### config.mk
export PLATFORM = sky130hd
export DESIGN_NAME = csr_top
export DESIGN_NICKNAME = d
export VERILOG_FILES = /design/src/csr_pkg.sv /design/src/trap_pkg.sv /design/src/csr_regfile.sv /design/src/csr_top.sv /design/src/priv_state.sv /design/src/trap_select.sv
export SDC_FILE = /design/constraint.sdc
export NUM_CORES = 1
export LEC_CHECK = 0
export ABC_CLOCK_PERIOD_IN_PS = 6900
export BUFFER_PORTS_ARGS = -buffer_cell sky130_fd_sc_hd__clkbuf_2
export CAP_MARGIN = 25
export CORE_MARGIN = 4
export CORE_UTILIZATION = 52
export DETAILED_ROUTE_END_ITERATION = 16
export PLACE_DENSITY_LB_ADDON = 0.1
export SKIP_LAST_GASP = 1
export SYNTH_ARGS = -nofsm -noshare
export SYNTH_HDL_FRONTEND = slang
export SYNTH_SLANG_ARGS = --single-unit
### constraint.sdc
create_clock -name clock -period 6.9 [get_ports clock]
set_input_delay 0.69 -clock clock [delete_from_list [all_inputs] [get_ports clock]]
set_output_delay 0.69 -clock clock [all_outputs]
set_load 0.05 [all_outputs]
### src/csr_pkg.sv
////////////////////////////////////////////////////////////////////////////
// CSR definitions: machine CSR addresses, mstatus and mie/mip bit
// positions, misa extension field and the CSR bundle types
////////////////////////////////////////////////////////////////////////////

package csr_pkg;

  typedef logic [11:0] csr_addr_t;

  // Machine CSR addresses
  localparam csr_addr_t addr_mstatus  = 12'h300;
  localparam csr_addr_t addr_misa     = 12'h301;
  localparam csr_addr_t addr_mie      = 12'h304;
  localparam csr_addr_t addr_mtvec    = 12'h305;
  localparam csr_addr_t addr_mscratch = 12'h340;
  localparam csr_addr_t addr_mepc     = 12'h341;
  localparam csr_addr_t addr_mcause   = 12'h342;
  localparam csr_addr_t addr_mtval    = 12'h343;
  localparam csr_addr_t addr_mip      = 12'h344;

  // mstatus fields
  localparam int mie_bit  = 3;
  localparam int mpie_bit = 7;
  localparam int mpp_lsb  = 11;

  // Shared by mie and mip
  localparam int msi_bit = 3;
  localparam int mti_bit = 7;
  localparam int mei_bit = 11;

  // I (bit 8) and U (bit 20)
  localparam logic [25:0] misa_ext = 26'h0100100;

  // One bit per machine interrupt source
  typedef struct packed {
    logic mei;
    logic mti;
    logic msi;
  } irq_bits_t;

  // Write request after masking by trap and mret
  typedef struct packed {
    logic      en;
    csr_addr_t addr;
  } csr_wr_t;

endpackage

### src/trap_pkg.sv
////////////////////////////////////////////////////////////////////////////
// Trap definitions: privilege levels, cause codes, trap event and the
// machine status fields
////////////////////////////////////////////////////////////////////////////

package trap_pkg;

  typedef logic [1:0] priv_t;

  localparam priv_t priv_user    = 2'd0;
  localparam priv_t priv_machine = 2'd3;

  // Interrupt causes
  localparam logic [3:0] cause_msi = 4'd3;
  localparam logic [3:0] cause_mti = 4'd7;
  localparam logic [3:0] cause_mei = 4'd11;

  // Exception causes
  localparam logic [3:0] cause_ii  = 4'd2;
  localparam logic [3:0] cause_ecu = 4'd8;
  localparam logic [3:0] cause_ecm = 4'd11;

  typedef struct packed {
    logic       take;
    logic       is_irq;
    logic [3:0] code;
  } trap_ev_t;

  typedef struct packed {
    logic  mie;
    logic  mpie;
    priv_t mpp;
  } mstatus_t;

endpackage

### src/csr_regfile.sv
////////////////////////////////////////////////////////////////////////////
// Machine CSR storage with write masking, mcause legal-write check and
// the combinational read port
////////////////////////////////////////////////////////////////////////////

module csr_regfile #(
  parameter int xlen = 32
) (
  input  logic                clock,
  input  logic                reset,
  input  logic                wr_en,
  input  csr_pkg::csr_addr_t  addr,
  input  logic [xlen-1:0]     wr_data,
  input  logic                mret,
  input  trap_pkg::trap_ev_t  trap_ev,
  input  logic [xlen-1:0]     pc,
  input  logic [31:0]         instruction,
  input  logic                illegal_instruction,
  input  trap_pkg::mstatus_t  mstatus,
  input  logic                external_interrupt,
  input  logic                mem_msip,
  input  logic                mti_pending,
  output logic [xlen-1:0]     rd_data,
  output logic                addr_exception,
  output logic [xlen-1:0]     mepc,
  output logic [xlen-1:0]     mtvec,
  output csr_pkg::irq_bits_t  mie_bits,
  output csr_pkg::irq_bits_t  mip_sw,
  output logic                mstatus_wr
);

  csr_pkg::csr_wr_t wr;
  logic [xlen-1:0]  mscratch;
  logic [xlen-1:0]  mcause;
  logic [xlen-1:0]  mtval;
  logic [xlen-1:0]  trap_cause;
  logic             ii_trap;

  // Accepts only causes this core can raise
  function automatic logic cause_legal(input logic [xlen-1:0] value);
    logic [xlen-2:0] code;
    code = value[xlen-2:0];
    if (value[xlen-1]) begin
      return (code == (xlen-1)'(trap_pkg::cause_msi)) ||
             (code == (xlen-1)'(trap_pkg::cause_mti)) ||
             (code == (xlen-1)'(trap_pkg::cause_mei));
    end
    return (code == (xlen-1)'(trap_pkg::cause_ii))  ||
           (code == (xlen-1)'(trap_pkg::cause_ecu)) ||
           (code == (xlen-1)'(trap_pkg::cause_ecm));
  endfunction

  // Trap and mret take precedence over a write
  assign wr.en   = wr_en & ~mret & ~trap_ev.take;
  assign wr.addr = addr;

  assign mstatus_wr = wr.en && (wr.addr == csr_pkg::addr_mstatus);

  // Live pending levels
  assign mip_sw.mei = external_interrupt;
  assign mip_sw.mti = mti_pending;
  assign mip_sw.msi = mem_msip;

  assign trap_cause = {trap_ev.is_irq, {(xlen-5){1'b0}}, trap_ev.code};
  assign ii_trap    = trap_ev.take & ~trap_ev.is_irq & illegal_instruction;

  always_ff @(posedge clock or posedge reset) begin
    if (reset) begin
      mtvec    <= '0;
      mie_bits <= '0;
      mscratch <= '0;
      mepc     <= '0;
      mcause   <= '0;
      mtval    <= '0;
    end else if (trap_ev.take) begin
      mepc   <= pc;
      mcause <= trap_cause;
      if (ii_trap) begin
        mtval <= xlen'(instruction);
      end
    end else if (wr.en) begin
      case (wr.addr)
        // Bit 1 of mtvec is reserved
        csr_pkg::addr_mtvec:    mtvec <= {wr_data[xlen-1:2], 1'b0, wr_data[0]};
        csr_pkg::addr_mie: begin
          mie_bits.mei <= wr_data[csr_pkg::mei_bit];
          mie_bits.mti <= wr_data[csr_pkg::mti_bit];
          mie_bits.msi <= wr_data[csr_pkg::msi_bit];
        end
        csr_pkg::addr_mscratch: mscratch <= wr_data;
        csr_pkg::addr_mepc:     mepc <= {wr_data[xlen-1:2], 2'b00};
        csr_pkg::addr_mcause: begin
          if (cause_legal(wr_data)) begin
            mcause <= wr_data;
          end
        end
        csr_pkg::addr_mtval:    mtval <= wr_data;
        default: ;
      endcase
    end
  end

  // Read port
  always_comb begin
    rd_data        = '0;
    addr_exception = 1'b0;
    case (addr)
      csr_pkg::addr_mstatus: begin
        rd_data[csr_pkg::mie_bit]       = mstatus.mie;
        rd_data[csr_pkg::mpie_bit]      = mstatus.mpie;
        rd_data[csr_pkg::mpp_lsb +: 2]  = mstatus.mpp;
      end
      csr_pkg::addr_misa: begin
        rd_data[xlen-1:xlen-2] = 2'(xlen / 32);
        rd_data[25:0]          = csr_pkg::misa_ext;
      end
      csr_pkg::addr_mie: begin
        rd_data[csr_pkg::mei_bit] = mie_bits.mei;
        rd_data[csr_pkg::mti_bit] = mie_bits.mti;
        rd_data[csr_pkg::msi_bit] = mie_bits.msi;
      end
      csr_pkg::addr_mtvec:    rd_data = mtvec;
      csr_pkg::addr_mscratch: rd_data = mscratch;
      csr_pkg::addr_mepc:     rd_data = mepc;
      csr_pkg::addr_mcause:   rd_data = mcause;
      csr_pkg::addr_mtval:    rd_data = mtval;
      csr_pkg::addr_mip: begin
        rd_data[csr_pkg::mei_bit] = mip_sw.mei;
        rd_data[csr_pkg::mti_bit] = mip_sw.mti;
        rd_data[csr_pkg::msi_bit] = mip_sw.msi;
      end
      default: addr_exception = 1'b1;
    endcase
  end

endmodule

### src/csr_top.sv
////////////////////////////////////////////////////////////////////////////
// Machine-mode CSR unit for an M/U RISC-V core
////////////////////////////////////////////////////////////////////////////

module csr_top #(
  parameter int xlen = 32
) (
  input  logic                clock,
  input  logic                reset,
  input  logic                trap_en,
  input  logic                wr_en,
  input  csr_pkg::csr_addr_t  addr,
  input  logic [xlen-1:0]     wr_data,
  input  logic                external_interrupt,
  input  logic                mem_msip,
  input  logic [63:0]         mem_mtime,
  input  logic [63:0]         mem_mtimecmp,
  input  logic [xlen-1:0]     pc,
  input  logic [31:0]         instruction,
  input  logic                illegal_instruction,
  input  logic                ecall,
  input  logic                mret,
  output logic [xlen-1:0]     rd_data,
  output logic                addr_exception,
  output logic [xlen-1:0]     mepc,
  output logic [xlen-1:0]     trap_addr,
  output logic                trap,
  output trap_pkg::priv_t     privilege_mode
);

  trap_pkg::trap_ev_t trap_ev;
  trap_pkg::mstatus_t mstatus;
  csr_pkg::irq_bits_t mie_bits;
  csr_pkg::irq_bits_t mip_sw;
  logic [xlen-1:0]    mtvec;
  logic               mstatus_wr;
  logic               mti_pending;

  priv_state #(
    .xlen(xlen)
  ) i_priv_state (
    .clock      (clock),
    .reset      (reset),
    .trap_ev    (trap_ev),
    .mret       (mret),
    .mstatus_wr (mstatus_wr),
    .wr_data    (wr_data),
    .priv       (privilege_mode),
    .mstatus    (mstatus)
  );

  trap_select #(
    .xlen(xlen)
  ) i_trap_select (
    .priv                (privilege_mode),
    .mstatus             (mstatus),
    .mie_bits            (mie_bits),
    .mip_sw              (mip_sw),
    .mtvec               (mtvec),
    .mem_mtime           (mem_mtime),
    .mem_mtimecmp        (mem_mtimecmp),
    .illegal_instruction (illegal_instruction),
    .ecall               (ecall),
    .trap_en             (trap_en),
    .trap_ev             (trap_ev),
    .trap                (trap),
    .mti_pending         (mti_pending),
    .trap_addr           (trap_addr)
  );

  csr_regfile #(
    .xlen(xlen)
  ) i_csr_regfile (
    .clock               (clock),
    .reset               (reset),
    .wr_en               (wr_en),
    .addr                (addr),
    .wr_data             (wr_data),
    .mret                (mret),
    .trap_ev             (trap_ev),
    .pc                  (pc),
    .instruction         (instruction),
    .illegal_instruction (illegal_instruction),
    .mstatus             (mstatus),
    .external_interrupt  (external_interrupt),
    .mem_msip            (mem_msip),
    .mti_pending         (mti_pending),
    .rd_data             (rd_data),
    .addr_exception      (addr_exception),
    .mepc                (mepc),
    .mtvec               (mtvec),
    .mie_bits            (mie_bits),
    .mip_sw              (mip_sw),
    .mstatus_wr          (mstatus_wr)
  );

endmodule

### src/priv_state.sv
////////////////////////////////////////////////////////////////////////////
// Privilege mode and mstatus state, updated by trap, mret and CSR write
////////////////////////////////////////////////////////////////////////////

module priv_state #(
  parameter int xlen = 32
) (
  input  logic                clock,
  input  logic                reset,
  input  trap_pkg::trap_ev_t  trap_ev,
  input  logic                mret,
  input  logic                mstatus_wr,
  input  logic [xlen-1:0]     wr_data,
  output trap_pkg::priv_t     priv,
  output trap_pkg::mstatus_t  mstatus
);

  trap_pkg::priv_t wr_mpp;
  logic            wr_mpp_legal;

  assign wr_mpp = wr_data[csr_pkg::mpp_lsb +: 2];

  // Only user and machine levels exist
  assign wr_mpp_legal = (wr_mpp == trap_pkg::priv_user) ||
                        (wr_mpp == trap_pkg::priv_machine);

  always_ff @(posedge clock or posedge reset) begin
    if (reset) begin
      priv    <= trap_pkg::priv_machine;
      mstatus <= '0;
    end else if (trap_ev.take) begin
      // Stack interrupt enable and privilege
      mstatus.mpie <= mstatus.mie;
      mstatus.mie  <= 1'b0;
      mstatus.mpp  <= priv;
      priv         <= trap_pkg::priv_machine;
    end else if (mret) begin
      mstatus.mie  <= mstatus.mpie;
      mstatus.mpie <= 1'b1;
      mstatus.mpp  <= trap_pkg::priv_user;
      priv         <= mstatus.mpp;
    end else if (mstatus_wr) begin
      mstatus.mie  <= wr_data[csr_pkg::mie_bit];
      mstatus.mpie <= wr_data[csr_pkg::mpie_bit];
      // Reserved level keeps the old MPP
      if (wr_mpp_legal) begin
        mstatus.mpp <= wr_mpp;
      end
    end
  end

endmodule

### src/trap_select.sv
////////////////////////////////////////////////////////////////////////////
// Trap selection: qualifies interrupts and exceptions, picks the highest
// priority one and computes its cause and the trap vector address
////////////////////////////////////////////////////////////////////////////

module trap_select #(
  parameter int xlen = 32
) (
  input  trap_pkg::priv_t     priv,
  input  trap_pkg::mstatus_t  mstatus,
  input  csr_pkg::irq_bits_t  mie_bits,
  input  csr_pkg::irq_bits_t  mip_sw,
  input  logic [xlen-1:0]     mtvec,
  input  logic [63:0]         mem_mtime,
  input  logic [63:0]         mem_mtimecmp,
  input  logic                illegal_instruction,
  input  logic                ecall,
  input  logic                trap_en,
  output trap_pkg::trap_ev_t  trap_ev,
  output logic                trap,
  output logic                mti_pending,
  output logic [xlen-1:0]     trap_addr
);

  logic               in_user;
  logic               in_machine;
  logic               m_enabled;
  csr_pkg::irq_bits_t irq_gate;
  csr_pkg::irq_bits_t irq_take;
  logic               ii_take;
  logic               ecu_take;
  logic               ecm_take;
  logic [xlen-1:0]    base;
  logic [xlen-1:0]    vec_offset;

  assign in_user    = (priv == trap_pkg::priv_user);
  assign in_machine = (priv == trap_pkg::priv_machine);
  assign m_enabled  = in_machine & mstatus.mie;

  // Timer compare
  assign mti_pending = (mem_mtime >= mem_mtimecmp);

  // User mode takes every pending interrupt
  assign irq_gate = in_user ? 3'b111 : (m_enabled ? mie_bits : 3'b000);
  assign irq_take = mip_sw & irq_gate;

  assign ii_take  = illegal_instruction & (in_user | m_enabled);
  assign ecu_take = ecall & in_user;
  assign ecm_take = ecall & m_enabled;

  // MEI > MTI > MSI > II > ECU/ECM
  always_comb begin
    trap_ev = '0;
    if (irq_take.mei) begin
      trap_ev.is_irq = 1'b1;
      trap_ev.code   = trap_pkg::cause_mei;
    end else if (irq_take.mti) begin
      trap_ev.is_irq = 1'b1;
      trap_ev.code   = trap_pkg::cause_mti;
    end else if (irq_take.msi) begin
      trap_ev.is_irq = 1'b1;
      trap_ev.code   = trap_pkg::cause_msi;
    end else if (ii_take) begin
      trap_ev.code = trap_pkg::cause_ii;
    end else if (ecu_take) begin
      trap_ev.code = trap_pkg::cause_ecu;
    end else if (ecm_take) begin
      trap_ev.code = trap_pkg::cause_ecm;
    end
    trap_ev.take = trap_en & ((|irq_take) | ii_take | ecu_take | ecm_take);
  end

  assign trap = trap_ev.take;

  // Vectored mode adds 4 * code for interrupts only
  assign base       = {mtvec[xlen-1:2], 2'b00};
  assign vec_offset = {{(xlen-6){1'b0}}, trap_ev.code, 2'b00};
  assign trap_addr  = (mtvec[0] && trap_ev.is_irq) ? base + vec_offset : base;

endmodule

Yosys cells after proc, flatten, opt, wreduce, memory -nomap -nowiden

Index checks and enable logic that the tools add are counted.

Output and inout port bits: 100
RAM bits: 0
Bits in latches: 0
Logic and storage cells: 121
ROM bits: 0
Bits of input ports: 245
Register bits after elaboration: 168
Memories kept: 0

Multiply operators: 0
Div/mod/pow operators: 0
Shift operators: 0
Magnitude comparators: 1
Equality and inequality tests: 17
Reduce and logical (&&, ||, !) cells: 26
Bitwise logic cells: 17
Add/subtract/negate cells: 1
Muxes and demuxes: 47

Operators by type and width:

| kind                                            | count |
|---|---|
| two-way mux 32 bit                              | 12 |
| == test 12 x 10 -> 1 bit, second input constant | 9 |
| one-hot mux 13 bit (6 select lines)             | 1 |
| >= comparator 64 bit                            | 1 |
| == test 31 x 2 -> 1 bit, second input constant  | 2 |
| == test 31 x 4 -> 1 bit, second input constant  | 2 |
| adder 32 x 6 -> 32 bit                          | 1 |
| == test 31 x 3 -> 1 bit, second input constant  | 1 |
| one-hot mux 3 bit (5 select lines)              | 2 |
| two-way mux 4 bit                               | 7 |
| one-hot mux 1 bit (8 select lines)              | 3 |
| one-hot mux 4 bit (5 select lines)              | 1 |
| one-hot mux 3 bit (6 select lines)              | 1 |
| AND reduction 3 bit                             | 5 |
| one-hot mux 2 bit (6 select lines)              | 1 |
| nonzero test 2 bit                              | 6 |
| two-way mux 1 bit                               | 11 |
| two-way mux 5 bit                               | 2 |
| bitwise AND 1 bit                               | 9 |
| OR reduction 9 bit                              | 1 |
| two-way mux 2 bit                               | 3 |
| two-way mux 3 bit                               | 2 |
| one-hot mux 1 bit (6 select lines)              | 1 |
| nonzero test 3 bit                              | 2 |
| 10 further kinds                                | 23 |

Longest topological paths before layout

Depth in word-level cells: 22
Depth in mapped cells: 21
Depth with buffers taken out: 19

By module

From an unflattened synthesis, not the netlist that was laid out.

Cell total of the unflattened synthesis: 1107
Area, all modules: 10781.6 sq um

Modules (own cells, without submodules):

| module      | times used | cells an instance | seq. area each (sq um) | area an instance (sq um) |
|---|---|---|---|---|
| csr_regfile | 1          | 717               | 4053.9                 | 7951.4 |
| trap_select | 1          | 360               | 0.0                    | 2513.7 |
| priv_state  | 1          | 30                | 152.6                  | 316.6 |

Worst setup path after synthesis

Ideal clock, no wire load.

Path kind: input-to-output
Start: input port mem_mtime[0]
End: output port trap_addr[11]
Cell stages on the path: 19
Setup slack: 1367 ps
Data required time: 6210 ps
Arrival: 4843 ps
Buffers on the path: 2
Cells stage by stage: inv_1 -> ha_1 -> nand2b_1 -> a2111oi_2 -> nor4_1 -> o41a_1 -> a211oi_1 -> o21ai_1 -> clkbuf_1 -> nor2_1 -> inv_1 -> ha_1 -> a21o_1 -> a21o_1 -> a21o_1 -> and2_1 -> clkbuf_1 -> nand4_1 -> xnor2_1

Cells in the longest elaborated chain, start to end: 6
Elaborated cells on any way between the ends: 7
Those cells by class: add/sub: 1; order compare: 1; mux: 3; bitwise: 1; reduce/logical: 1

Ends and longest elaborated chain:

| what                                                               | line              | source |
|---|---|---|
| start, declared                                                    | csr_top.sv:16     | `input logic [63:0] mem_mtime,` |
| >= comparator 64 bit (*)                                           | trap_select.sv:41 | `assign mti_pending = (mem_mtime >= mem_mtimecmp);` |
| bitwise AND 3 bit (*)                                              | trap_select.sv:45 | `assign irq_take = mip_sw & irq_gate;` |
| two-way mux 5 bit (*)                                              | trap_select.sv:57 | `end else if (irq_take.mti) begin` |
| two-way mux 5 bit (*)                                              | trap_select.sv:54 | `if (irq_take.mei) begin` |
| adder 32 x 6 -> 32 bit / logical AND 1 bit (equally long branches) | trap_select.sv:78 | `assign trap_addr = (mtvec[0] && trap_ev.is_irq) ? base + vec_offset : base;` |
| two-way mux 32 bit (*)                                             | trap_select.sv:78 |  |
| end, declared                                                      | csr_top.sv:26     | `output logic [xlen-1:0] trap_addr,` |

Mark *: on every way between the ends. The rest lies on a longest branch, timed or not.

Final worst setup path

Start: input port mem_mtimecmp[39]
End: output port trap_addr[28]

Cells in the longest elaborated chain, start to end: 6
Elaborated cells on any way between the ends: 7
Those cells by class: add/sub: 1; order compare: 1; mux: 3; bitwise: 1; reduce/logical: 1

Ends and longest elaborated chain:

| what                                                               | line              | source |
|---|---|---|
| start, declared                                                    | csr_top.sv:17     | `input logic [63:0] mem_mtimecmp,` |
| >= comparator 64 bit (*)                                           | trap_select.sv:41 |  |
| bitwise AND 3 bit (*)                                              | trap_select.sv:45 |  |
| two-way mux 5 bit (*)                                              | trap_select.sv:57 |  |
| two-way mux 5 bit (*)                                              | trap_select.sv:54 |  |
| adder 32 x 6 -> 32 bit / logical AND 1 bit (equally long branches) | trap_select.sv:78 |  |
| two-way mux 32 bit (*)                                             | trap_select.sv:78 |  |

Marks and branches as above.

==> impl_metrics.json <==
{
  "synth-warning-count": 0,
  "hold_buffers": 0,
  "p_leak_nw": 6.79,
  "coreArea_um2": 20400,
  "die-area_um2": 23200,
  "reg2reg_to": "i_csr_regfile.mtval[11]",
  "io_pins": 345,
  "regArea_um2": 4210,
  "clkSinkCount": 168,
  "synthFlopType": "dfrtp_1",
  "slew_headroom_pct": 33.5,
  "initialDrtViolationCount": 531,
  "grt_pass1_vias": 9529,
  "dr.pass1.iters": 5,
  "routedWlPerCell_um": 20.4,
  "netlist_top_cells_area": "dfrtp_1 (38%), mux2_2 (9.1%), ha_1 (7.9%), mux4_2 (5.2%), mux2_1 (4.8%)",
  "route.detailed.drc": 0,
  "n_fill_cell": 1713,
  "portBuffers": 342,
  "gr-usage-all-layers_pct": 28.6,
  "synth-edff-count": 0,
  "power_density_nw_per_um2": 278,
  "antenna_found_initial": 0,
  "cts_buffer_depth": 2,
  "cts-resized-gates": 0,
  "clk_latency_ns": 0.43,
  "finalNetCount": 1671,
  "multi_input_area_um2": 5980,
  "syn_area_per_cell_um2": 10.4,
  "crit_type": "input pin to output pin",
  "initial_core_util_pct": 53.2,
  "postSynthCellCount": 1039,
  "wl_met3_um": 2330,
  "ys_types": 62,
  "postPlaceCellArea_um2": 12700,
  "die_y_um": 152,
  "cts_buffers": 17,
  "crit_required_ns": 6.21,
  "totalWireLength_um": 33400,
  "async_flop_share_pct": 100,
  "grt_setup_unrepaired": "false",
  "setup_violations": 0,
  "ys_ff_latch": 168,
  "post_cts_buffers": 0,
  "tritoncts": "yes",
  "ff2ff_path_depth": 9,
  "cts_root_buf": "clkbuf_16",
  "worstSetupStartpointType": "input pin",
  "synth_top_area_share_pct": 38.3,
  "grt-ovfl-total": 0,
  "netlist_area_um2": 10800,
  "crit_fanout": 12,
  "synth.largest_area_cell": "dfrtp_1",
  "rr_startpoint": "i_priv_state.mstatus[3]",
  "gp_congestion": 0.940,
  "final_util_pct": 65.3,
  "fin_skew_ns": 0.0120,
  "arrival_ns": 5.27,
  "hold_viol_final": 0,
  "dp_hpwl_um": 25000,
  "final.min_clock_period_ns": 5.96,
  "grt_max_degree": 72,
  "cts.clk_slew.worst_paths_ns": 0.07,
  "ys_seq_area_share_pct": 38.8,
  "finalInstanceArea_um2": 13300,
  "min_period_over_period_pct": 86.4,
  "max_freq_mhz": 168,
  "r2r_setup_slack_ns": 2.88,
  "tightestPinTransition_ns": 0.997,
  "cap_violations": 0,
  "met1_length_um": 13500,
  "area_growth_pct": 22.7,
  "viasPerCell": 5.63,
  "hold_path.class": "input pin to async pin",
  "setup.worst_path.end_class": "output pin",
  "met2_length_um": 16900,
  "cp-endpoint": "trap_addr[28]",
  "grt_pass1_wl_um": 52700,
  "irDropWorstVdd_v": 0.000244,
  "top_layer": "met4",
  "crit_start": "mem_mtimecmp[39]",
  "slew_violations": 0,
  "tns_ns": 0,
  "rows": 52,
  "final_layout_size_suffix_gt1_share_pct": 37.5,
  "die_w_um": 152,
  "final_antenna_net_count": 0,
  "outcome": "finished, final reports clean",
  "num_vias": 9231,
  "antenna_cells": 0,
  "cts_htree_levels": 4
}
state kept, by name (all words and copies together), names as in the netlist:
| register | flops |
|---|---|
| i_csr_regfile.mcause | 32 |
| i_csr_regfile.mepc | 32 |
| i_csr_regfile.mscratch | 32 |
| i_csr_regfile.mtval | 32 |
| i_csr_regfile.mtvec | 31 |
| i_priv_state.mstatus | 4 |
| i_csr_regfile.mie_bits | 3 |
| i_priv_state.priv | 2 |
metrics by stage:
step | instances | total power [W] | setup WS, ns | hold WS (ns)
finish | 1640 | 0.00369 | 0.938 | 0.275
global route | 1640 | 0.00390 | 0.534 | 0.312
CTS | 1640 | 0.00371 | 0.861 | 0.302
detailed placement | 1608 | 0.00278 | 0.865 | 0.479
global placement | 1608 | 0.00275 | 1.00 | 0.465
floorplan | 1040 | 0.00238 | 1.37 | 0.453
worst min path at each step:
stage	from	to	slack, ns
finish	reset	i_csr_regfile.mtval[14]	0.28
global placement	i_csr_regfile.mtval[27]	i_csr_regfile.mtval[27]	0.46
floorplan	i_csr_regfile.mtval[26]	i_csr_regfile.mtval[26]	0.45
CTS	reset	i_csr_regfile.mcause[15]	0.30
global route	reset	i_csr_regfile.mtval[14]	0.31
detailed placement	i_csr_regfile.mtval[27]	i_csr_regfile.mtval[27]	0.48
cells in the final DEF, fill, tap and decap left out, types with 6 or more instances in the layout:
master     count
clkbuf_16     17
and2_1         7
buf_4         12
ha_1          68
inv_1        105
nand3_1       25
a21o_1        11
nand4_1       31
mux2_2        88
a21oi_1       35
and3_1        11
clkbuf_2     342
nor3_1         9
mux2_1        46
and4_1         7
nand2_1       73
a222oi_1       6
mux4_2        25
a22oi_1        8
xnor2_1       25
o21ai_0       39
dfrtp_1      166
mux2i_1       39
nor2_1        48
a22o_1        25
o21ai_1       12
nor4_1        11
where the power goes:
part | total, W | leakage (nW) | switching [W] | internal [W]
Clock | 0.000934 | 0.267 | 0.000429 | 0.000505
Combinational | 0.00139 | 4.31 | 0.000906 | 0.000483
Sequential | 0.00137 | 2.21 | 0.000161 | 0.00121
Total | 0.00369 | 6.79 | 0.00150 | 0.00220
cells by family after synthesis:
kind of cell,Yosys count,synth area share (%)
DFF,168,38.8
adders and majority gates,69,8.04
other,1,0.0346
AOI/OAI and AO/OA,167,10.4
buffers and inverters,162,6.29
and+or+nand+nor,245,11.3
muxes,198,22.7
xor gates and xnor gates,29,2.34
Yosys cell counts (27+ instances only):
library cell	number
a21oi_1	35
mux2_1	46
nand2_1	74
clkbuf_1	27
dfrtp_1	166
nor2_1	49
inv_1	106
mux2i_1	39
nand4_1	31
ha_1	68
o21ai_0	39
mux2_2	88
layer usage:
| metal | vias up | GRT usage [%] |
|---|---|---|
| met5 | - | 0 |
| met4 | 0 | 8.09 |
| met3 | 45 | 6.42 |
| met2 | 357 | 49.8 |
| met1 | 4450 | 36.0 |
| li1 | 4379 | - |
worst max-delay path: stages:
cell	delay (ns)
clkbuf_2	0.08
inv_1	0.03
ha_1	0.30
nand4_1	0.18
nor4_1	0.54
and4_1	0.31
o41a_1	0.30
a211oi_1	0.15
o21ai_2	0.29
a21o_1	0.17
ha_1	0.18
inv_1	0.06
fa_1	0.40
nor2b_1	0.13
o21ai_0	0.08
nand2b_1	0.41
nand2_1	0.17
nor4b_2	0.32
xor2_1	0.18
clkbuf_2	0.30
area by class of cell:
class	count	area share (%)
multi-input combinational	710	44.9
tap	270	2.54
clock buffer	18	3.23
inverter	106	3.03
clock inverter	14	1.07
sequential	168	31.6
timing repair buffer	354	13.6
No activity file was read; power rests on OpenSTA's default activity.
